===== src/verilog/udp_port_pkg.sv =====
package udp_port_pkg;

    typedef logic [8:0]  stream_word_t;     // Bit 8 marks the last byte
    typedef logic [7:0]  byte_t;
    typedef logic [15:0] udp_port_t;
    typedef logic [31:0] crc_t;

    ////////////////////
    // Frame layout

    localparam int ETHERTYPE_OFFSET       = 12;
    localparam int PROTOCOL_OFFSET        = 23;
    localparam int UDP_DESTINATION_OFFSET = 36;   // High byte first on the wire
    localparam int HEADER_BYTES           = 42;
    localparam int FCS_BYTES              = 4;
    localparam int MIN_FRAME_BYTES        = 47;

    localparam logic [15:0] ETHERTYPE_IPV4  = 16'h0800;
    localparam byte_t       IP_PROTOCOL_UDP = 8'd17;

    ////////////////////
    // Reflected CRC-32

    localparam crc_t CRC_POLY    = 32'hEDB8_8320;
    localparam crc_t CRC_INIT    = 32'hFFFF_FFFF;
    localparam crc_t CRC_RESIDUE = 32'hDEBB_20E3;  // Register value after a clean FCS

endpackage

===== src/verilog/slot_if.sv =====
`timescale 1ns/1ps

interface slot_if
    import udp_port_pkg::*;
#(
    parameter int PAYLOAD_DEPTH = 1024
)();

    localparam int LENGTH_WIDTH = $clog2(PAYLOAD_DEPTH + 1);

    byte_t                      write_data;
    logic                       write_enable;
    logic                       good_packet;        // One-cycle verdict pulses
    logic                       bad_packet;
    logic [LENGTH_WIDTH-1:0]    payload_length;
    byte_t                      read_data;          // Fall-through head byte
    logic                       read_enable;
    logic                       flush;
    logic                       empty;
    logic                       full;

    modport controller (
        output write_data, write_enable, good_packet, bad_packet, payload_length,
        input  empty, full
    );

    modport fifo (
        input  write_data, write_enable, read_enable, flush,
        output read_data, empty, full
    );

    modport drain (
        input  good_packet, bad_packet, payload_length, read_data,
        output read_enable, flush
    );

endinterface


===== src/verilog/receive_controller.sv =====
`timescale 1ns/1ps

module receive_controller
    import udp_port_pkg::*;
#(
    parameter int PAYLOAD_DEPTH = 1024
)(
    input   logic               clock,
    input   logic               arst_n,
    input   stream_word_t       receive_data,
    input   logic               receive_data_enable,
    output  logic               receive_data_ready,
    output  byte_t              fcs_data,
    output  logic               fcs_data_enable,
    output  logic               fcs_start,
    input   logic               fcs_good,
    output  udp_port_t          udp_destination,
    slot_if.controller          slot
);

    localparam int COUNT_MAX    = HEADER_BYTES + PAYLOAD_DEPTH + FCS_BYTES + 1;
    localparam int COUNT_WIDTH  = $clog2(COUNT_MAX + 1);
    localparam int LENGTH_WIDTH = $clog2(PAYLOAD_DEPTH + 1);
    localparam int DELAY_WIDTH  = $clog2(FCS_BYTES + 1);

    typedef enum logic [1:0] {
        STATE_RECEIVE,
        STATE_VERDICT,
        STATE_DRAIN
    } state_t;

    state_t                     state;
    logic [COUNT_WIDTH-1:0]     byte_count;
    logic [LENGTH_WIDTH-1:0]    payload_count;
    logic [DELAY_WIDTH-1:0]     delay_count;
    byte_t                      delay_line [FCS_BYTES];
    logic [15:0]                ethertype;
    byte_t                      protocol;
    udp_port_t                  destination_capture;
    logic                       overflow;
    logic                       accepted;
    logic                       last_byte;
    logic                       in_payload;
    logic                       delay_full;
    logic                       frame_good;

    assign receive_data_ready = (state == STATE_RECEIVE);
    assign accepted           = receive_data_enable && receive_data_ready;
    assign last_byte          = accepted && receive_data[8];
    assign in_payload         = (byte_count >= COUNT_WIDTH'(HEADER_BYTES));
    assign delay_full         = (delay_count == DELAY_WIDTH'(FCS_BYTES));

    assign fcs_data        = receive_data[7:0];
    assign fcs_data_enable = accepted;
    assign fcs_start       = accepted && (byte_count == '0);

    // Oldest byte leaves once the FCS width of newer bytes sits behind it
    assign slot.write_data   = delay_line[FCS_BYTES-1];
    assign slot.write_enable = accepted && in_payload && delay_full && !slot.full;

    ////////////////////
    // Verdict

    assign frame_good = fcs_good
                     && (ethertype == ETHERTYPE_IPV4)
                     && (protocol == IP_PROTOCOL_UDP)
                     && (byte_count >= COUNT_WIDTH'(MIN_FRAME_BYTES))
                     && !overflow;

    assign slot.good_packet    = (state == STATE_VERDICT) && frame_good;
    assign slot.bad_packet     = (state == STATE_VERDICT) && !frame_good;
    assign slot.payload_length = payload_count;

    always_ff @(posedge clock or negedge arst_n) begin
        if (!arst_n) begin
            state         <= STATE_RECEIVE;
            byte_count    <= '0;
            payload_count <= '0;
            delay_count   <= '0;
            overflow      <= 1'b0;
        end else begin
            case (state)
                STATE_RECEIVE: begin
                    if (accepted && byte_count != COUNT_WIDTH'(COUNT_MAX)) begin
                        byte_count <= byte_count + 1'b1;   // Saturates on long frames
                    end
                    if (accepted && in_payload && !delay_full) begin
                        delay_count <= delay_count + 1'b1;
                    end
                    if (slot.write_enable) begin
                        payload_count <= payload_count + 1'b1;
                    end
                    if (accepted && in_payload && delay_full && slot.full) begin
                        overflow <= 1'b1;
                    end
                    if (last_byte) begin
                        state <= STATE_VERDICT;
                    end
                end
                STATE_VERDICT: begin
                    byte_count    <= '0;
                    payload_count <= '0;
                    delay_count   <= '0;
                    overflow      <= 1'b0;
                    state         <= STATE_DRAIN;
                end
                STATE_DRAIN: begin
                    if (slot.empty) begin
                        state <= STATE_RECEIVE;     // One frame in the slot at a time
                    end
                end
                default: state <= STATE_RECEIVE;
            endcase
        end
    end

    ////////////////////
    // Header capture and delay line

    always_ff @(posedge clock) begin
        if (accepted) begin
            if (byte_count == COUNT_WIDTH'(ETHERTYPE_OFFSET)) begin
                ethertype[15:8] <= receive_data[7:0];
            end
            if (byte_count == COUNT_WIDTH'(ETHERTYPE_OFFSET + 1)) begin
                ethertype[7:0] <= receive_data[7:0];
            end
            if (byte_count == COUNT_WIDTH'(PROTOCOL_OFFSET)) begin
                protocol <= receive_data[7:0];
            end
            if (byte_count == COUNT_WIDTH'(UDP_DESTINATION_OFFSET)) begin
                destination_capture[15:8] <= receive_data[7:0];
            end
            if (byte_count == COUNT_WIDTH'(UDP_DESTINATION_OFFSET + 1)) begin
                destination_capture[7:0] <= receive_data[7:0];
            end
            if (in_payload) begin
                delay_line[0] <= receive_data[7:0];
                for (int i = 1; i < FCS_BYTES; i++) begin
                    delay_line[i] <= delay_line[i-1];
                end
            end
        end
        if (slot.good_packet) begin
            udp_destination <= destination_capture;   // Held for the whole drain
        end
    end

endmodule


===== src/flat_wrapper.sv =====
// flat-port wrapper written by rule: the top's interface ports become plain ports
module receive_controller_flat import udp_port_pkg::*;
#(
    parameter int PAYLOAD_DEPTH = 1024
)
  (clock, arst_n, receive_data, receive_data_enable, receive_data_ready, fcs_data, fcs_data_enable, fcs_start, fcs_good, udp_destination, slot_write_data, slot_write_enable, slot_good_packet, slot_bad_packet, slot_payload_length, slot_empty, slot_full);
  slot_if #(.PAYLOAD_DEPTH(PAYLOAD_DEPTH)) slot_i ();
  input   logic clock;
  input   logic arst_n;
  input   stream_word_t receive_data;
  input   logic receive_data_enable;
  output  logic receive_data_ready;
  output  byte_t fcs_data;
  output  logic fcs_data_enable;
  output  logic fcs_start;
  input   logic fcs_good;
  output  udp_port_t udp_destination;
  output wire logic [$bits(slot_i.write_data)-1:0] slot_write_data;
  output wire logic [$bits(slot_i.write_enable)-1:0] slot_write_enable;
  output wire logic [$bits(slot_i.good_packet)-1:0] slot_good_packet;
  output wire logic [$bits(slot_i.bad_packet)-1:0] slot_bad_packet;
  output wire logic [$bits(slot_i.payload_length)-1:0] slot_payload_length;
  input wire logic [$bits(slot_i.empty)-1:0] slot_empty;
  input wire logic [$bits(slot_i.full)-1:0] slot_full;
  assign slot_write_data = slot_i.write_data;
  assign slot_write_enable = slot_i.write_enable;
  assign slot_good_packet = slot_i.good_packet;
  assign slot_bad_packet = slot_i.bad_packet;
  assign slot_payload_length = slot_i.payload_length;
  assign slot_i.empty = slot_empty;
  assign slot_i.full = slot_full;
  receive_controller #(.PAYLOAD_DEPTH(PAYLOAD_DEPTH)) u_core (.clock(clock), .arst_n(arst_n), .receive_data(receive_data), .receive_data_enable(receive_data_enable), .receive_data_ready(receive_data_ready), .fcs_data(fcs_data), .fcs_data_enable(fcs_data_enable), .fcs_start(fcs_start), .fcs_good(fcs_good), .udp_destination(udp_destination), .slot(slot_i));
endmodule

===== config.mk =====
export PLATFORM = sky130hd
export DESIGN_NAME = receive_controller_flat
export DESIGN_NICKNAME = d
export VERILOG_FILES = /design/src/verilog/udp_port_pkg.sv /design/src/verilog/slot_if.sv /design/src/verilog/receive_controller.sv /design/src/flat_wrapper.sv
export SDC_FILE = /design/constraint.sdc
export NUM_CORES = 1
export LEC_CHECK = 0
export BUFFER_PORTS_ARGS = -buffer_cell sky130_fd_sc_hd__buf_4
export CORE_UTILIZATION = 56
export DETAILED_ROUTE_END_ITERATION = 8
export PLACE_DENSITY_LB_ADDON = 0.05
export SYNTH_ARGS = -nofsm -noshare
export SYNTH_HDL_FRONTEND = slang
export SYNTH_SLANG_ARGS = --single-unit

===== constraint.sdc =====
create_clock -name clock -period 3.9 [get_ports clock]
set_clock_uncertainty 0.05 [all_clocks]
set_input_delay 0.78 -clock clock [delete_from_list [all_inputs] [get_ports clock]]
set_output_delay 0.78 -clock clock [all_outputs]
set_load 0.02 [all_outputs]

======== Word level (Yosys, flattened, before mapping) ========
Memory sizes are Yosys's and may differ from the RTL's.
Cells that the tools add are included.
storage, ports and cells
  register bits after elaboration ......... 84
  memory bits (writable) .................. 32
  bits of input ports ..................... 15
  output and inout bits ................... 49
  word-level logic and storage cells ...... 80
  memories kept ........................... 1
memories
  memory             words  bits a word  read ports  clocked after Yosys merged registers in  write ports  line                      source
  u_core.delay_line  4      8            4           0                                        4            receive_controller.sv:36  byte_t delay_line [FCS_BYTES];
cells by class
  add/subtract/negate cells ............... 3
  $lt $le $gt $ge ......................... 2
  eq/ne operators ......................... 17
  multiplexer cells ....................... 14
  reduce and logical (&&, ||, !) cells .... 32
operators by type and width
  kind                   count
  $pmux 11 s2            2
  $add 11x1->11 const B  2
  $eq 11x4->1 const B    2
  $eq 11x6->1 const B    2
  $ge 11x6->1 const B    2
  $mux 11                2
  $reduce_and 2->1       10
  $eq 16x12->1 const B   1
  $logic_and 1x1->1      15
  $ne 2x2->1 const B     6
  $eq 11x5->1 const B    1
  $logic_not 11->1       1
  $ne 11x11->1 const B   1
  $eq 8x5->1 const B     1
  $pmux 2 s3             1
  $pmux 3 s2             1
  $logic_not 1->1        4
  $mux 1                 4
  $mux 2                 2
  $add 3x1->3 const B    1
  $eq 3x3->1 const B     1
  $mux 3                 1
  $eq 2x1->1 const B     1
  $eq 2x2->1 const B     1
  3 further kinds        3

======== Logic depth before layout (Yosys ltp) ========
  word-level depth ........................ 7
  mapped depth ............................ 8
  gate-level depth less buffers ........... 6

======== Worst setup path after synthesis ========
Ideal clock, no wire load.
  path type ............................... input to register
  from .................................... in receive_data_enable
  to ...................................... reg u_core.delay_count[2]
  setup time .............................. 0.216 ns
  arrival ................................. 2.951 ns
  required time ........................... 3.634 ns
  slack ................................... 0.683 ns
  stages .................................. 4
  path buffers ............................ 1
  cells stage by stage .................... or3b_4 -> buf_6 -> nor2_1 -> a311oi_1
between the ends
  cells in the longest elaborated chain, start to end .. 5
RTL lines
  item                               line                      source
  from (decl)                        flat_wrapper.sv:11        input logic receive_data_enable;
  $logic_and 1x1->1                  receive_controller.sv:48  assign accepted = receive_data_enable && receive_data_ready;
  $logic_and 1x1->1 (2 in a row)     receive_controller.sv:87  if (accepted && in_payload && !delay_full) begin
  $ne 2x2->1 (no source line)        n/a
  $reduce_and 2->1 (no source line)  n/a
  to (signal assigned)               receive_controller.sv:88  delay_count <= delay_count + 1'b1;
  to (decl)                          receive_controller.sv:35  logic [DELAY_WIDTH-1:0] delay_count;
No other way between the ends.
A chain may end at the register's enable or synchronous reset.

======== Worst setup path in the final report ========
  from .................................... reg u_core.byte_count[4]
  to ...................................... out slot_good_packet
between the ends
  cells in the longest elaborated chain, start to end .. 4
RTL lines
  item                    line                      source
  from (decl)             receive_controller.sv:33  logic [COUNT_WIDTH-1:0] byte_count;
  from (signal assigned)  receive_controller.sv:85  byte_count <= byte_count + 1'b1;
  $ge 11x6->1             receive_controller.sv:67  && (byte_count >= COUNT_WIDTH'(MIN_FRAME_BYTES))
  $logic_and 1x1->1       receive_controller.sv:67
  $logic_and 1x1->1       receive_controller.sv:68  && !overflow;
  $logic_and 1x1->1       receive_controller.sv:70  assign slot.good_packet = (state == STATE_VERDICT) && frame_good;
  to (decl)               flat_wrapper.sv:20        output wire logic [$bits(slot_i.good_packet)-1:0] slot_good_packet;
No other way between the ends.

==> out/metrics.csv <==
stage;metric;value;unit
die;die height;92.2;µm
sta;Hold WS;0.134;ns
clocking;total CTS buffers;17;
sta;Setup Viol. Count Final;0;
setup_path;critical path launch point type;flip-flop;
global_routing;first-pass GRT wire length;13200;µm
sta;Hold Violations, Final;0;
global_routing;GRT overflow;0;
drt;Routed wire per std cell;17.1;µm
logic_synthesis;main combinational cell family by area after synthesis;simple AND/OR/NAND/NOR gates;
die;area of the die;8500;µm²
die;die width;92.2;µm
logic_synthesis;post-synthesis simple-gate area fraction;13.3;%
place;PortBufs;63;
sta;worst rel slew slack;38.1;%
final_layout;most common cell after layout, fill and taps aside;edfxtp_1;
final_layout;multi-input combinational cell area;1070;µm²
sta;min cycle time layout;3.29;ns
drt;Pre-antenna DRT Iters;4;
logic_synthesis;Synth Area in XOR/XNOR;0.769;%
sta;Final Cycle Share;84.2;%
setup_path;crit-path max FO;9;
clocking;Clk pin slew, worst setup/hold paths;0.06;ns
power;power density cells;547;nW/µm²
setup_path;CP top delay family;simple AND/OR/NAND/NOR gates;
final_layout;area grow syn2layout;23.6;%
logic_synthesis;post-synthesis adder-cell area fraction;1.92;%
drt;vias;2680;
global_routing;initial antenna violation count;0;
logic_synthesis;part of the Yosys area used for sequential elements;73.4;%
logic_synthesis;top cells by area, synth;edfxtp_1, dfrtp_1, ha_1, buf_4, and2_1;
logic_synthesis;Most used DFF post-synth;edfxtp_1;
sta;unrepaired setup endpoints after global routing;no;
clocking;Clock Latency Late Sink;0.51;ns
logic_synthesis;top cell type by total area after synthesis;edfxtp_1;
die;Initial Util;58.3;%
setup_path;Setup CP Type;flip-flop to output pin;
global_routing;GRT Total Usage;21.5;%
final_layout;number of fill cells;516;
logic_synthesis;mapped cell area;4560;µm²
clocking;H-tree depth;4;
sta;max-slew violation total from the final report;0;
die;cell row count;32;
drt;final WL;8150;µm
place;Final GP Congestion;0.807;
logic_synthesis;asr flop ratio synth;24.1;%
clocking;CTS tree;built;
clocking;hold-fix buffers at CTS;0;
place;dpl hpwl;5320;µm
die;IO Pins;64;
global_routing;maximum number of pins on one net before global-route repair;35;
final_layout;layout cells sized above 1;28.9;%
clocking;CTS Buffer Depth;2;
setup_path;crit path cell chain;nor4b_2 -> nand4b_1 -> a311oi_1 -> and2_1 -> buf_4;
sta;Worst Max-Slew Pin Slew;0.926;ns
power;leakage power;2.18;nW
logic_synthesis;multiplexer share of the synthesized area;1.37;%
setup_path;CP arrival;2.46;ns
clocking;post-CTS sizing;0;
logic_synthesis;Post-synth EDFFs;88;
drt;initial DRC count;184;
final_layout;final-stage net count;383;
clocking;clock tree root driver cell;clkbuf_8;
setup_path;crit path launch;u_core.byte_count[4];
logic_synthesis;Avg Cell Area, Syn;15.5;µm²
sta;post-route setup TNS;0;ns
sta;Max Clk Rate;304;MHz
setup_path;max incr delay on CP;0.49;ns
drt;post-route ant nets;0;
min_path;Hold WC Path Type;input pin to async pin;
run_status;status;finished clean;
final_layout;most frequent cells in the layout;edfxtp_1, buf_4, dfrtp_1;
flow_run;max cap viols;0;
setup_path;CP endpoint kind;output pin;
final_layout;Reg area;3340;µm²
setup_path;CP required;3.07;ns
logic_synthesis;Synth Instances;294;
drt;Via density;5.63;
clocking;clock sinks;116;
setup_path;slowest stage cell, crit path;dfrtp_1;
die;core area;7810;µm²
logic_synthesis;Mapped Nets;316;
logic_synthesis;Yosys top cell area share;58.0;%
setup_path;critical path buffer and inverter count;1;
logic_synthesis;complex-gate fraction of the synthesized area;5.99;%
logic_synthesis;#FFs+latches synth;116;
clocking;postcts setup bufs;0;
logic_synthesis;Yosys warnings;0;
global_routing;vias in the first global route;2578;
drt;drc violations;0;
final_layout;ANT cells;0;
logic_synthesis;synth unique cells;48;
power;Max IR drop VDD;0.000391;V
final_layout;post-layout util;72.1;%
setup_path;r2r startpoint;u_core.byte_count[0];
final timing paths:
path                                            to  cells past startpoint  slack (ns)
max reg2reg                u_core.delay_line[2][6]                      5        1.41
min                           u_core.byte_count[9]                      1        0.13
min in group clock         u_core.delay_line[1][6]                      0        0.37
max                               slot_good_packet                      5        0.61
min reg2reg                u_core.delay_line[1][6]                      0        0.37
max in group asynchronous     u_core.byte_count[3]                      1        3.39
worst reg2reg max path, stage by stage, from the launching register on:
cell and delay [ns]:
dfrtp_1 0.45, inv_1 0.11, ha_1 0.15, nor3_1 0.06
o211a_1 0.48, nor2_4 0.81
power by group:
group          internal (mW)  switching, mW  leakage [nW]
combinational         0.0838          0.122         0.733
sequential              1.35         0.0539          1.18
clock                  0.910          0.560         0.273
flip-flops by register name, indices dropped and copies added (netlist names):
register / flops
u_core.udp_destination: 16
u_core.byte_count: 11
u_core.state: 2
u_core.slot.payload_length: 11
u_core.delay_count: 3
u_core.protocol: 8
u_core.delay_line: 32
u_core.destination_capture: 16
u_core.ethertype: 16
u_core.overflow: 1
cell type report:
type | instances | area share [%]
Multi-Input combinational cell | 154 | 19.0
Clock inverter | 15 | 2.73
Timing Repair Buffer | 67 | 8.93
Inverter | 5 | 0.333
Sequential cell | 116 | 59.4
Clock buffer | 17 | 7.35
Tap cell | 102 | 2.27
routing by layer:
metal,up-vias,wire (µm),GRT usage (%),share of wire [%]
met5,-,0,0,0
met4,0,82,8.72,1.0
met2,81,3890,32.8,48
met1,1324,3760,28.8,46
li1,1268,-,-,-
met3,7,417,6.80,5.1
synthesized netlist by cell type (4+ instances only):
cell / number
a21oi_1: 10
and2_1: 10
and3_1: 7
buf_4: 9
clkbuf_1: 6
dfrtp_1: 28
edfxtp_1: 88
ha_1: 7
inv_1: 5
mux2i_1: 4
nand2_1: 15
nand3_1: 7
nand4_1: 5
nor2_1: 15
nor3_1: 5
nor4_1: 5
nor4b_1: 4
o31ai_1: 7
or4_1: 6
through the flow:
step                setup WS (ns)  total power [mW]  instances  instance area (µm²)
CTS                         0.620              3.10        476                 5630
global route                0.464              3.18        476                 5630
global placement            0.945              1.63        444                 5060
floorplan                   0.683              1.56        294                 4560
finish                      0.615              3.08        476                 5630
detailed placement          0.925              1.64        444                 5060
cells by family (layout without fill, tap and decap cells):
| kind of cell | after synthesis | count (layout) |
|---|---|---|
| mux | 6 | 6 |
| simple gates | 98 | 98 |
| compound gates | 39 | 39 |
| xor+xnor | 4 | 4 |
| flops | 116 | 116 |
| fa+ha+maj | 7 | 7 |
| buf+inv | 24 | 104 |
Power figures use the tool's default switching activity.
