File: config.mk
export PLATFORM = sky130hd
export DESIGN_NAME = payload_drain_flat
export DESIGN_NICKNAME = d
export VERILOG_FILES = /design/src/verilog/udp_port_pkg.sv /design/src/verilog/slot_if.sv /design/src/verilog/payload_drain.sv /design/src/flat_wrapper.sv
export SDC_FILE = /design/constraint.sdc
export NUM_CORES = 1
export LEC_CHECK = 0
export BUFFER_PORTS_ARGS = -buffer_cell sky130_fd_sc_hd__buf_2
export CORE_UTILIZATION = 48
export DETAILED_ROUTE_END_ITERATION = 10
export HOLD_SLACK_MARGIN = 0.15
export PLACE_DENSITY = 0.85
export SYNTH_ARGS = -nofsm -noshare
export SYNTH_HDL_FRONTEND = slang
export SYNTH_SLANG_ARGS = --single-unit
File: constraint.sdc
create_clock -name clock -period 2.2 [get_ports clock]
set_input_delay 0.22 -clock clock [delete_from_list [all_inputs] [get_ports clock]]
set_output_delay 0.22 -clock clock [all_outputs]
set_load 0.05 [all_outputs]
File: src/verilog/udp_port_pkg.sv
package udp_port_pkg;

    typedef logic [8:0]  stream_word_t;     // Bit 8 marks the last byte
    typedef logic [7:0]  byte_t;
    typedef logic [15:0] udp_port_t;
    typedef logic [31:0] crc_t;

    ////////////////////
    // Frame layout

    localparam int ETHERTYPE_OFFSET       = 12;
    localparam int PROTOCOL_OFFSET        = 23;
    localparam int UDP_DESTINATION_OFFSET = 36;   // High byte first on the wire
    localparam int HEADER_BYTES           = 42;
    localparam int FCS_BYTES              = 4;
    localparam int MIN_FRAME_BYTES        = 47;

    localparam logic [15:0] ETHERTYPE_IPV4  = 16'h0800;
    localparam byte_t       IP_PROTOCOL_UDP = 8'd17;

    ////////////////////
    // Reflected CRC-32

    localparam crc_t CRC_POLY    = 32'hEDB8_8320;
    localparam crc_t CRC_INIT    = 32'hFFFF_FFFF;
    localparam crc_t CRC_RESIDUE = 32'hDEBB_20E3;  // Register value after a clean FCS

endpackage
File: src/verilog/slot_if.sv
`timescale 1ns/1ps

interface slot_if
    import udp_port_pkg::*;
#(
    parameter int PAYLOAD_DEPTH = 1024
)();

    localparam int LENGTH_WIDTH = $clog2(PAYLOAD_DEPTH + 1);

    byte_t                      write_data;
    logic                       write_enable;
    logic                       good_packet;        // One-cycle verdict pulses
    logic                       bad_packet;
    logic [LENGTH_WIDTH-1:0]    payload_length;
    byte_t                      read_data;          // Fall-through head byte
    logic                       read_enable;
    logic                       flush;
    logic                       empty;
    logic                       full;

    modport controller (
        output write_data, write_enable, good_packet, bad_packet, payload_length,
        input  empty, full
    );

    modport fifo (
        input  write_data, write_enable, read_enable, flush,
        output read_data, empty, full
    );

    modport drain (
        input  good_packet, bad_packet, payload_length, read_data,
        output read_enable, flush
    );

endinterface

File: src/verilog/payload_drain.sv
`timescale 1ns/1ps

module payload_drain
    import udp_port_pkg::*;
#(
    parameter int PAYLOAD_DEPTH = 1024
)(
    input   logic           clock,
    input   logic           arst_n,
    slot_if.drain           slot,
    output  stream_word_t   port_data,
    output  logic           port_data_valid,
    input   logic           port_data_ready
);

    localparam int LENGTH_WIDTH = $clog2(PAYLOAD_DEPTH + 1);

    logic [LENGTH_WIDTH-1:0]    remaining;      // Bytes still to pop
    logic                       stage_free;
    logic                       last_pop;

    // Output stage takes a byte when empty or when the consumer takes the current one
    assign stage_free       = !port_data_valid || port_data_ready;
    assign slot.read_enable = (remaining != '0) && stage_free;
    assign last_pop         = (remaining == LENGTH_WIDTH'(1));

    ////////////////////
    // Control

    always_ff @(posedge clock or negedge arst_n) begin
        if (!arst_n) begin
            remaining       <= '0;
            port_data_valid <= 1'b0;
            slot.flush      <= 1'b0;
        end else begin
            slot.flush <= slot.bad_packet;  // Bad payload never leaves the slot

            if (slot.good_packet) begin
                remaining <= slot.payload_length;
            end else if (slot.read_enable) begin
                remaining <= remaining - 1'b1;
            end

            if (slot.read_enable) begin
                port_data_valid <= 1'b1;
            end else if (port_data_ready) begin
                port_data_valid <= 1'b0;
            end
        end
    end

    ////////////////////
    // Output stage

    always_ff @(posedge clock) begin
        if (slot.read_enable) begin
            port_data <= {last_pop, slot.read_data};    // Held while stalled
        end
    end

endmodule

File: src/flat_wrapper.sv
// flat-port wrapper written by rule: the top's interface ports become plain ports
module payload_drain_flat import udp_port_pkg::*;
#(
    parameter int PAYLOAD_DEPTH = 1024
)
  (clock, arst_n, port_data, port_data_valid, port_data_ready, slot_good_packet, slot_bad_packet, slot_payload_length, slot_read_data, slot_read_enable, slot_flush);
  slot_if #(.PAYLOAD_DEPTH(PAYLOAD_DEPTH)) slot_i ();
  input   logic clock;
  input   logic arst_n;
  output  stream_word_t port_data;
  output  logic port_data_valid;
  input   logic port_data_ready;
  input wire logic [$bits(slot_i.good_packet)-1:0] slot_good_packet;
  input wire logic [$bits(slot_i.bad_packet)-1:0] slot_bad_packet;
  input wire logic [$bits(slot_i.payload_length)-1:0] slot_payload_length;
  input wire logic [$bits(slot_i.read_data)-1:0] slot_read_data;
  output wire logic [$bits(slot_i.read_enable)-1:0] slot_read_enable;
  output wire logic [$bits(slot_i.flush)-1:0] slot_flush;
  assign slot_i.good_packet = slot_good_packet;
  assign slot_i.bad_packet = slot_bad_packet;
  assign slot_i.payload_length = slot_payload_length;
  assign slot_i.read_data = slot_read_data;
  assign slot_read_enable = slot_i.read_enable;
  assign slot_flush = slot_i.flush;
  payload_drain #(.PAYLOAD_DEPTH(PAYLOAD_DEPTH)) u_core (.clock(clock), .arst_n(arst_n), .slot(slot_i), .port_data(port_data), .port_data_valid(port_data_valid), .port_data_ready(port_data_ready));
endmodule
After elaboration in Yosys (flattened, before gate mapping)
Index checks and enable logic that the tools add are counted.

cells by class
  $add $sub $neg = 1
  equal/unequal tests = 1
  multiplexer cells = 4
  reduce and logical (&&, ||, !) cells = 6

operators by type and width
  operator                 count
  $mux W11                 2
  $eq A11 B1 Y1 const B    1
  $reduce_bool A11 Y1      1
  $sub A11 B1 Y11 const B  1
  $reduce_bool A2 Y1       2
  $mux W1                  2
  $logic_and A1 B1 Y1      1
  $logic_not A1 Y1         1
  $logic_or A1 B1 Y1       1

storage, ports and cells
  register bits after elaboration = 22
  logic and storage cells = 16

Logic depth before layout (Yosys ltp)
Gate-level depths: netlist of the first run.

  word-level depth = 5
  gate-level depth with buffers = 6

Least setup slack after synthesis of the first run
No wires, ideal clock.

  path type = reg2reg
  from = reg u_core.port_data_valid
  to = reg u_core.remaining[1]
  library setup time = 0.130 ns
  arrival = 2.485 ns
  data required time = 2.070 ns
  path slack = -0.415 ns
  cell stages (with the launch flop) = 5
  buffers on the path = 0
  period minus slack after synthesis = 2.615 ns
  cells stage by stage = dfrtp_1 nor2b_1 a31oi_1 a21o_1 o21ai_0

on the way
  longest elaborated chain between the ends = 4

ends and longest elaborated chain
  what                                 RTL line             RTL
  start: declaration                   payload_drain.sv:12  output logic port_data_valid,
  start signal: assignment             payload_drain.sv:33  port_data_valid <= 1'b0;
  start signal: assignment             payload_drain.sv:45  port_data_valid <= 1'b1;
  start signal: assignment             payload_drain.sv:47  port_data_valid <= 1'b0;
  $logic_not A1 Y1                     payload_drain.sv:23  assign stage_free = !port_data_valid || port_data_ready;
  $logic_or A1 B1 Y1                   payload_drain.sv:23
  $logic_and A1 B1 Y1                  payload_drain.sv:24  assign slot.read_enable = (remaining != '0) && stage_free;
  via slot_read_enable                 flat_wrapper.sv:17   output wire logic [$bits(slot_i.read_enable)-1:0] slot_read_enable;
  $reduce_bool A2 Y1 (no source line)  n/a
  end signal: assignment               payload_drain.sv:39  remaining <= slot.payload_length;
  end signal: assignment               payload_drain.sv:41  remaining <= remaining - 1'b1;
  end: declaration                     payload_drain.sv:18  logic [LENGTH_WIDTH-1:0] remaining;

The timed path passes the listed nets, and every way through them passes these cells.
A chain may end at the register's enable or synchronous reset.

Worst setup path in the final report of the first run
  from = reg u_core.remaining[0]
  to = out slot_read_enable

on the way
  longest elaborated chain between the ends = 2

ends and longest elaborated chain
  what                 RTL line
  $reduce_bool A11 Y1  payload_drain.sv:24
  $logic_and A1 B1 Y1  payload_drain.sv:24
  end: declaration     flat_wrapper.sv:17

Every way passes these cells.

==> key figures, run 1 <==
Final layout
  – Area grow syn2layout: 37.0%
  – Layout cells sized above 1: 28.7%
  – Most frequent cells in the layout: 35 x buf_2, 15 x dlygate4sd3_1, 13 x dfrtp_1
  – Layout net count: 177
  – Diodes inserted: 0
  – Post-route cell area: 0.00144 mm2
  – Most common cell after layout, fill and taps aside: buf_2

Placed design
  – Placed inst area: 0.00125 mm2
  – DP HPWL: 1580 um
  – IO Port Bufs: 35
  – Routability cong.: 0.923

Synthesis
  – Largest cells by area after synthesis: dfrtp_1 31%, edfxtp_1 26%, a31oi_1 4.2%
  – Post-synth EDFFs: 9
  – Cell Area, Synth: 0.00105 mm2
  – Synth Warn #: 0
  – Post-synthesis register bit count: 22
  – Most used DFF post-synth: dfrtp_1
  – Post-synthesis sequential area ratio: 56.7%
  – Mapped Cells: 98
  – Cell taking the most area after synthesis: dfrtp_1
  – Post-synth ARST share: 59.1%
  – Mapped Nets: 124
  – Yosys top cell area share: 31.0%
  – Mapped Avg Cell Area: 10.7 um2
  – Unique masters post-synth: 33

Route
  – Vias per std cell: 5.37
  – Drc violations: 0
  – DR iter-0 viols: 21
  – DR pass1 iterations: 4
  – Post-Route WL: 2300 um
  – Final ANT Viol Nets: 0
  – Via Count: 950
  – Wire per inst: 13.0 um

Power and ir drop
  – Clock share of power: 21.4%
  – Power Density: 597 mW/mm2
  – Combinational share of power: 20.9%
  – Sw Pwr: 257 uW
  – Switch share: 29.8%
  – Pint: 603 uW
  – Sequential share of power: 57.6%
  – P_leak: 0.606 nW
  – Max VDD drop: 468 uV
  – Total power: 860 uW

Timing
  – Final period util: 92.9%
  – Final Hold Viols: 0
  – Setup TNS: 0 ns
  – Slew @ Worst Pin: 0.437 ns
  – Setup violators final: 0
  – RSZ-0062 raised after global routing: false
  – Fin. max-slew vios: 0
  – Final worst path period need: 2.04 ns
  – Worst Skew: 0.000935 ns
  – Worst slew margin: 70.8%
  – F_max: 489 MHz

Min path
  – Worst hold path type: input port to flop

Setup path
  – Crit. Startpoint: u_core.remaining[0]
  – Setup crit end: slot_read_enable
  – Worst setup SP type: flop
  – WP data required: 1.98 ns
  – Setup Crit Path Kind: flop to output pin
  – Arrival @ worst endpoint: 1.82 ns
  – Crit-path cells: inv_1 -> ha_1 -> nor2b_1 -> a31oi_2 -> buf_2
  – R2R depth: 3
  – R2R Path Start: u_core.remaining[4]
  – Slowest cell delay on critical path: 0.42 ns
  – Terminus of the critical flop-to-flop path: u_core.remaining[8]
  – Slowest-stage cell, CP: dfrtp_1
  – CP endpoint kind: output pin
  – Critical Path Fanout Max: 5
  – Reg2reg setup slack: 0.33 ns

Clock network
  – H-tree levels: 1
  – Clock sink count: 22
  – CTS buffer count: 3
  – Worst-skew pair later-pin latency: 0.30 ns
  – CTS Root Cell: clkbuf_4
  – Clock-pin slew on the worst setup and hold paths: 0.12 ns
  – Clk buf depth: 2
  – Post-CTS Setup Repair Bufs: 0
  – TritonCTS clock tree: built

Die
  – Die area: 0.00238 mm2
  – Core region area: 0.00200 mm2
  – FP Rows: 16
  – Die X: 48.8 um
  – Initial core utilization: 52.5%
  – Top Ports: 36
  – Die Y: 48.8 um

GRT
  – Remaining global-route overflow: 0
  – First-pass GRT wire length: 3810 um
  – Initial antenna violation count: 0
  – GRT Overall Usage: 20.9%
  – Vias in the first global route: 900
  – Largest net degree at the start of global routing: 14

Status
  – Status: finished clean

Flow run
  – Max-cap check violation count: 0
stage by stage:
stage          worst slack, ns  cells  hold WS (ns)  util [%]
2_1_floorplan            0.131     98       -0.0756         -
3_3_place_gp             0.433    158         0.120      62.7
3_5_place_dp             0.384    158         0.121      62.7
4_1_cts                 0.0989    177         0.151      71.5
5_1_grt                 0.0466    177         0.166      71.9
6_report                 0.156    177         0.157      71.9
critical path: cells and delay by family (launching register included):
kind	cells	cell delay, ns
fa+ha+maj	1	0.23
buf+inv	2	0.39
simple gates	1	0.19
compound gates	1	0.28
flops	1	0.42
sequential cells by signal, summed over array words and instances, names as in the netlist:
name and flops:
u_core.remaining 11, u_core.port_data 9, u_core.port_data_valid 1, u_core.slot.flush 1
power groups by stage:
stage | Combinational (mW) | Sequential [mW] | Clock, mW
3_3_place_gp | 0.154 | 0.498 | 0
2_1_floorplan | 0.0817 | 0.526 | 0
3_5_place_dp | 0.158 | 0.500 | 0
4_1_cts | 0.179 | 0.492 | 0.185
5_1_grt | 0.198 | 0.500 | 0.205
6_report | 0.180 | 0.495 | 0.184
layout make-up:
class                           count  area (um2)
Inverter                            4        15.0
Fill cell                         158         562
Timing Repair Buffer               51         333
Clock inverter                      1        3.75
Clock buffer                        3        22.5
Sequential cell                    22         596
Multi-Input combinational cell     69         437
Tap cell                           27        33.8
cells in the mapped netlist, drive strengths merged, types with 3 or more instances:
library cell  number
nand3              5
a21boi             3
nor4               3
or4                3
edfxtp             9
nor3               3
a31oi              7
nor2               8
inv                4
dfrtp             13
o21ai              7
nand2              8
how the worst min path moves through the flow:
stage	start	to	slack, ns	depth (start not counted)
floorplan	arst_n	u_core.port_data_valid	-0.08	0
global placement	arst_n	u_core.slot.flush	0.12	1
detailed placement	arst_n	u_core.slot.flush	0.12	1
CTS	slot_payload_length[6]	u_core.remaining[6]	0.15	3
global route	slot_payload_length[4]	u_core.remaining[4]	0.17	3
finish	slot_payload_length[6]	u_core.remaining[6]	0.16	3
layer usage:
| layer | wire length [um] | GRT usage, % |
|---|---|---|
| met3 | 114 | 2.80 |
| met2 | 1120 | 33.1 |
| met4 | 62 | 11.8 |
| met5 | 0 | 0 |
| met1 | 1000 | 27.7 |
logic make-up (layout without fill, tap and decap cells):
| kind of cell | count (synthesis) | in the layout | synth area share, % |
|---|---|---|---|
| simple gates | 42 | 42 | 22.1 |
| compound gates | 24 | 24 | 14.8 |
| flops | 22 | 22 | 56.7 |
| fa+ha+maj | 2 | 2 | 2.38 |
| xor+xnor | 1 | 1 | 0.833 |
| buf+inv | 7 | 59 | 3.21 |
repair_timing:
action | in CTS | in global routing
setup endpoints to repair | 0 | 1
hold buffers | 15 | 0
hold endpoints to repair | 27 | 0
gates resized for setup | 0 | 1
Note: power is estimated with default switching activity, not from simulation.
==> run 2, diff against run 1 <==
--- a/config.mk
+++ b/config.mk
@@ -6,10 +6,11 @@
 export NUM_CORES = 1
 export LEC_CHECK = 0
 export BUFFER_PORTS_ARGS = -buffer_cell sky130_fd_sc_hd__buf_2
+export CAP_MARGIN = 5
 export CORE_UTILIZATION = 48
 export DETAILED_ROUTE_END_ITERATION = 10
 export HOLD_SLACK_MARGIN = 0.15
-export PLACE_DENSITY = 0.85
+export PLACE_DENSITY = 0.86
 export SYNTH_ARGS = -nofsm -noshare
 export SYNTH_HDL_FRONTEND = slang
 export SYNTH_SLANG_ARGS = --single-unit
==> run 2 against run 1 <==
Compared with the run above: combinational power is 3% higher; die area stayed put; cell count up 0.56%; fmax down 1.4%; wire length increased by 6.5%; utilization increased by 2.2 points; worst setup slack worse by 0.028 ns; clock power rose by 68%; global-route usage rose by 1.4 points; critical path type unchanged.
==> key figures, run 2 (same netlist as run 1, synthesis figures left out) <==
Setup path
  – Slowest-stage cell, CP: dfrtp_1
  – Slowest cell delay on critical path: 0.43 ns
  – Reg2reg setup slack: 0.31 ns
  – CP endpoint kind: output pin
  – WP data required: 1.98 ns
  – Critical Path Fanout Max: 8
  – Setup Crit Path Kind: flop to output pin
  – Worst Path Buf+Inv: 2
  – Crit-path cells: inv_1 -> ha_1 -> nor2b_1 -> a31oi_4 -> buf_2
  – Worst setup SP type: flop
  – Family with the most delay on the worst path: flip-flops
  – Arrival @ worst endpoint: 1.85 ns

Die
  – Die Y: 48.8 um
  – FP Rows: 16
  – Top Ports: 36
  – Die X: 48.8 um
  – Core region area: 0.00200 mm2
  – Die area: 0.00238 mm2
  – Initial core utilization: 52.5%

Timing
  – F_max: 483 MHz
  – RSZ-0062 raised after global routing: false
  – Final Hold Viols: 0
  – Worst slew margin: 59.7%
  – Slew @ Worst Pin: 0.599 ns
  – Setup TNS: 0 ns
  – Final worst path period need: 2.07 ns
  – Worst Skew: 0.000770 ns
  – Hold WS: 0.155 ns
  – Final period util: 94.2%
  – Setup violators final: 0
  – Fin. max-slew vios: 0

Clock network
  – CTS buffer count: 3
  – CTS Root Cell: clkbuf_4
  – TritonCTS clock tree: built
  – Clock-pin slew on the worst setup and hold paths: 0.12 ns
  – Worst-skew pair later-pin latency: 0.31 ns
  – Clock sink count: 22
  – H-tree levels: 1
  – Post-CTS Setup Repair Bufs: 0
  – Clk buf depth: 2

Route
  – DR iter-0 viols: 31
  – Vias per std cell: 5.48
  – Drc violations: 0
  – Final ANT Viol Nets: 0
  – Via Count: 975
  – DR pass1 iterations: 5
  – Wire per inst: 13.7 um
  – Post-Route WL: 2450 um

Final layout
  – Layout cells sized above 1: 29.1%
  – Top flop regs: u_core.remaining: 11 flops, u_core.port_data: 9 flops
  – Largest reg by FF count: u_core.remaining
  – Largest register FFs: 11
  – Layout net count: 178
  – Most frequent cells in the layout: 35 x buf_2, 16 x dlygate4sd3_1, 13 x dfrtp_1
  – Area grow syn2layout: 41.3%
  – Most common cell after layout, fill and taps aside: buf_2
  – Diodes inserted: 0

GRT
  – Initial antenna violation count: 0
  – Vias in the first global route: 920
  – Remaining global-route overflow: 0
  – First-pass GRT wire length: 4010 um
  – Largest net degree at the start of global routing: 14
  – GRT Overall Usage: 22.3%

Status
  – Status: finished clean

Flow run
  – Max-cap check violation count: 0

Placed design
  – Routability cong.: 0.932
  – DP HPWL: 1630 um
  – IO Port Bufs: 35

Power and ir drop
  – P_leak: 0.623 nW
  – Max VDD drop: 495 uV
  – Power Density: 668 mW/mm2

Min path
  – Worst hold path type: input port to flop
## run 2: cell count changes in the layout (fill, tap and decap cells not counted), sizes merged
cell / previous run / this run
dlygate4sd3: 15 / 16
bufinv: 0 / 1
clkinv: 1 / 0
## run 2: routing by layer
| layer | wire length (um) | up-vias | track usage [%] |
|---|---|---|---|
| met5 | 0 | - | 0 |
| met4 | 50 | 0 | 11.8 |
| met3 | 126 | 6 | 2.18 |
| met2 | 1200 | 50 | 35.4 |
| met1 | 1070 | 442 | 30.5 |
| li1 | - | 477 | - |
## run 2: repair_timing
item                                    CTS  global route
endpoints found under the hold margin    28             0
gates resized for setup                   0             2
endpoints found under the setup margin    0             1
hold buffers                             16             0
## run 2: final timing paths
kind	start	depth (start not counted)	to
min in group asynchronous	arst_n	2	u_core.slot.flush
max in group asynchronous	arst_n	2	u_core.remaining[3]
setup reg to reg	u_core.remaining[4]	3	u_core.remaining[8]
hold reg to reg	u_core.remaining[10]	2	u_core.remaining[10]
setup / recovery	u_core.remaining[0]	5	slot_read_enable
hold / removal	slot_payload_length[9]	3	u_core.remaining[9]
## run 2: area by class of cell
cell class	count	area (um2)
timing repair buffer	52	343
clock buffer	3	22.5
clock inverter	1	30.0
sequential	22	596
tap	27	33.8
fill	132	517
multi-input combinational	69	445
inverter	4	15.0
## run 2: tightest hold or removal path: stages
cell	delay, ns
buf_2	0.08
a21boi_0	0.07
nand3_1	0.08
## run 2: power by group
group	internal, mW	total (mW)	switching (mW)
Combinational	0.0792	0.185	0.106
Sequential	0.460	0.498	0.0376
Clock	0.184	0.309	0.125
Total	0.723	0.992	0.269
## run 2: metrics by stage
step	std cells	cell area (um2)	util (%)	setup WS [ns]	power, mW
2_1_floorplan	98	1060	-	0.131	0.608
3_3_place_gp	158	1250	62.7	0.434	0.652
3_5_place_dp	158	1250	62.7	0.377	0.660
4_1_cts	178	1470	73.3	0.0223	0.986
5_1_grt	178	1490	74.2	0.0290	1.03
6_report	178	1490	74.2	0.128	0.992
==> run 3, diff against run 2 <==
--- a/config.mk
+++ b/config.mk
@@ -7,10 +7,10 @@
 export LEC_CHECK = 0
 export BUFFER_PORTS_ARGS = -buffer_cell sky130_fd_sc_hd__buf_2
 export CAP_MARGIN = 5
-export CORE_UTILIZATION = 48
+export CORE_UTILIZATION = 37
 export DETAILED_ROUTE_END_ITERATION = 10
 export HOLD_SLACK_MARGIN = 0.15
-export PLACE_DENSITY = 0.86
+export PLACE_DENSITY = 0.71
 export SYNTH_ARGS = -nofsm -noshare
 export SYNTH_HDL_FRONTEND = slang
 export SYNTH_SLANG_ARGS = --single-unit
==> constraint.sdc (replaced) <==
create_clock -name clock -period 2.6 [get_ports clock]
set_input_delay 0.26 -clock clock [delete_from_list [all_inputs] [get_ports clock]]
set_output_delay 0.26 -clock clock [all_outputs]
set_load 0.05 [all_outputs]
==> run 3 against run 2 <==
Compared with the run above: cell count decreased by 1.7%; count of clock-buffer cells in the layout unchanged; via count fell by 8.7%; clock skew is 0.0031 ns higher; worst setup slack improved by 0.084 ns; largest cell class unchanged; highest routed layer unchanged.
==> key figures, run 3 (same netlist as run 1, synthesis figures left out) <==
Status
  – Status: finished clean

Setup path
  – R2R Path Start: u_core.remaining[4]
  – Setup Crit Path Kind: flop to output pin
  – Reg2reg setup slack: 0.73 ns
  – Critical Path Fanout Max: 13
  – Worst setup SP type: flop
  – CP endpoint kind: output pin
  – WP data required: 2.34 ns
  – Crit. Startpoint: u_core.remaining[0]
  – R2R depth: 3
  – Arrival @ worst endpoint: 2.13 ns
  – Terminus of the critical flop-to-flop path: u_core.remaining[8]
  – Setup crit end: slot_read_enable

Final layout
  – Non-Filler Instances: 175
  – Final Util: 53.5%
  – Largest reg by FF count: u_core.remaining
  – Most frequent cells in the layout: 35 x buf_2, 13 x dfrtp_1, 10 x dlygate4sd3_1
  – Area grow syn2layout: 31.8%
  – Diodes inserted: 0
  – Layout cells sized above 1: 29.7%
  – Most common cell after layout, fill and taps aside: buf_2
  – Layout net count: 172
  – Largest register FFs: 11
  – Top flop regs: u_core.remaining: 11 flops, u_core.port_data: 9 flops

Placed design
  – DP HPWL: 1550 um
  – DP Cell Count: 161
  – IO Port Bufs: 35
  – Routability cong.: 0.753

Timing
  – Slew @ Worst Pin: 0.717 ns
  – F_max: 419 MHz
  – Final worst path period need: 2.39 ns
  – RSZ-0062 raised after global routing: false
  – Fin. max-slew vios: 0
  – Hold WS: 0.150 ns
  – Final period util: 91.9%
  – Worst Skew: 0.00392 ns
  – Final Hold Viols: 0
  – Setup TNS: 0 ns
  – Setup violators final: 0
  – Worst slew margin: 52.1%

Clock network
  – Post-CTS Setup Repair Bufs: 0
  – TritonCTS clock tree: built
  – Clock sink count: 22
  – CTS Root Cell: clkbuf_4
  – Clk buf depth: 2
  – Worst-skew pair later-pin latency: 0.30 ns
  – H-tree levels: 1
  – Hold-fix buffers, CTS: 10
  – CTS buffer count: 3
  – Resize count post-CTS: 0
  – Clock-pin slew on the worst setup and hold paths: 0.12 ns

Die
  – Die Y: 55.3 um
  – Initial core utilization: 40.6%
  – Die X: 55.3 um
  – Die area: 0.00306 mm2
  – FP Rows: 18
  – Top Ports: 36
  – Core region area: 0.00259 mm2

GRT
  – GRT Overall Usage: 14.8%
  – First-pass GRT wire length: 3580 um
  – Vias in the first global route: 857
  – Largest net degree at the start of global routing: 14
  – Remaining global-route overflow: 0
  – Initial antenna violation count: 0

Power and ir drop
  – Max VDD drop: 306 uV
  – Power Density: 517 mW/mm2
  – P_leak: 0.583 nW

Route
  – Via Count: 890
  – Final ANT Viol Nets: 0
  – Wire per inst: 12.4 um
  – Post-Route WL: 2160 um
  – Vias per std cell: 5.09
  – DR iter-0 viols: 19
  – DR pass1 iterations: 5
  – Drc violations: 0

Flow run
  – Max-cap check violation count: 0

Min path
  – Worst hold path type: input port to flop
==> run 3: power breakdown <==
| group | switching [mW] | total, mW | internal [mW] |
|---|---|---|---|
| Clock | 0.0990 | 0.155 | 0.0560 |
| Sequential | 0.0281 | 0.417 | 0.389 |
| Combinational | 0.0841 | 0.144 | 0.0594 |
| Total | 0.211 | 0.716 | 0.505 |
==> run 3: how the worst min path moves through the flow <==
stage | from | endpoint | slack [ns] | cells past startpoint
final | slot_payload_length[0] | u_core.remaining[0] | 0.15 | 3
after global routing | slot_payload_length[2] | u_core.remaining[2] | 0.16 | 3
after global placement | arst_n | u_core.remaining[5] | 0.16 | 1
after CTS | slot_payload_length[0] | u_core.remaining[0] | 0.15 | 3
after detailed placement | arst_n | u_core.remaining[5] | 0.16 | 1
after floorplan | arst_n | u_core.port_data_valid | -0.04 | 0
==> run 3: through the flow <==
| step | setup WS (ns) | total power [mW] | area, um2 |
|---|---|---|---|
| finish | 0.211 | 0.716 | 1390 |
| global placement | 0.615 | 0.552 | 1260 |
| CTS | 0.191 | 0.721 | 1390 |
| detailed placement | 0.549 | 0.556 | 1260 |
| global route | 0.0318 | 0.756 | 1390 |
| floorplan | 0.531 | 0.514 | 1060 |
==> run 3: per-layer routing <==
metal	up-vias	track usage [%]	wire length (um)
li1	462	-	-
met1	405	20.7	1010
met2	18	23.4	1020
met3	5	2.34	99
met4	0	5.36	31
met5	-	0	0
==> run 3: layout make-up <==
cell class | count | area (um2)
flip-flops and latches | 22 | 596
clock inverters | 1 | 3.75
repair buffers | 46 | 283
multi-input cells | 69 | 428
well taps | 30 | 37.5
clock buffers | 3 | 22.5
fillers | 228 | 1200
inverters | 4 | 15.0
==> run 3: worst max-delay path: stages, from the launching register on <==
cell and delay (ns):
dfrtp_1 0.42, inv_1 0.06, ha_1 0.22, nor2b_1 0.18, a31oi_2 0.55, buf_2 0.39
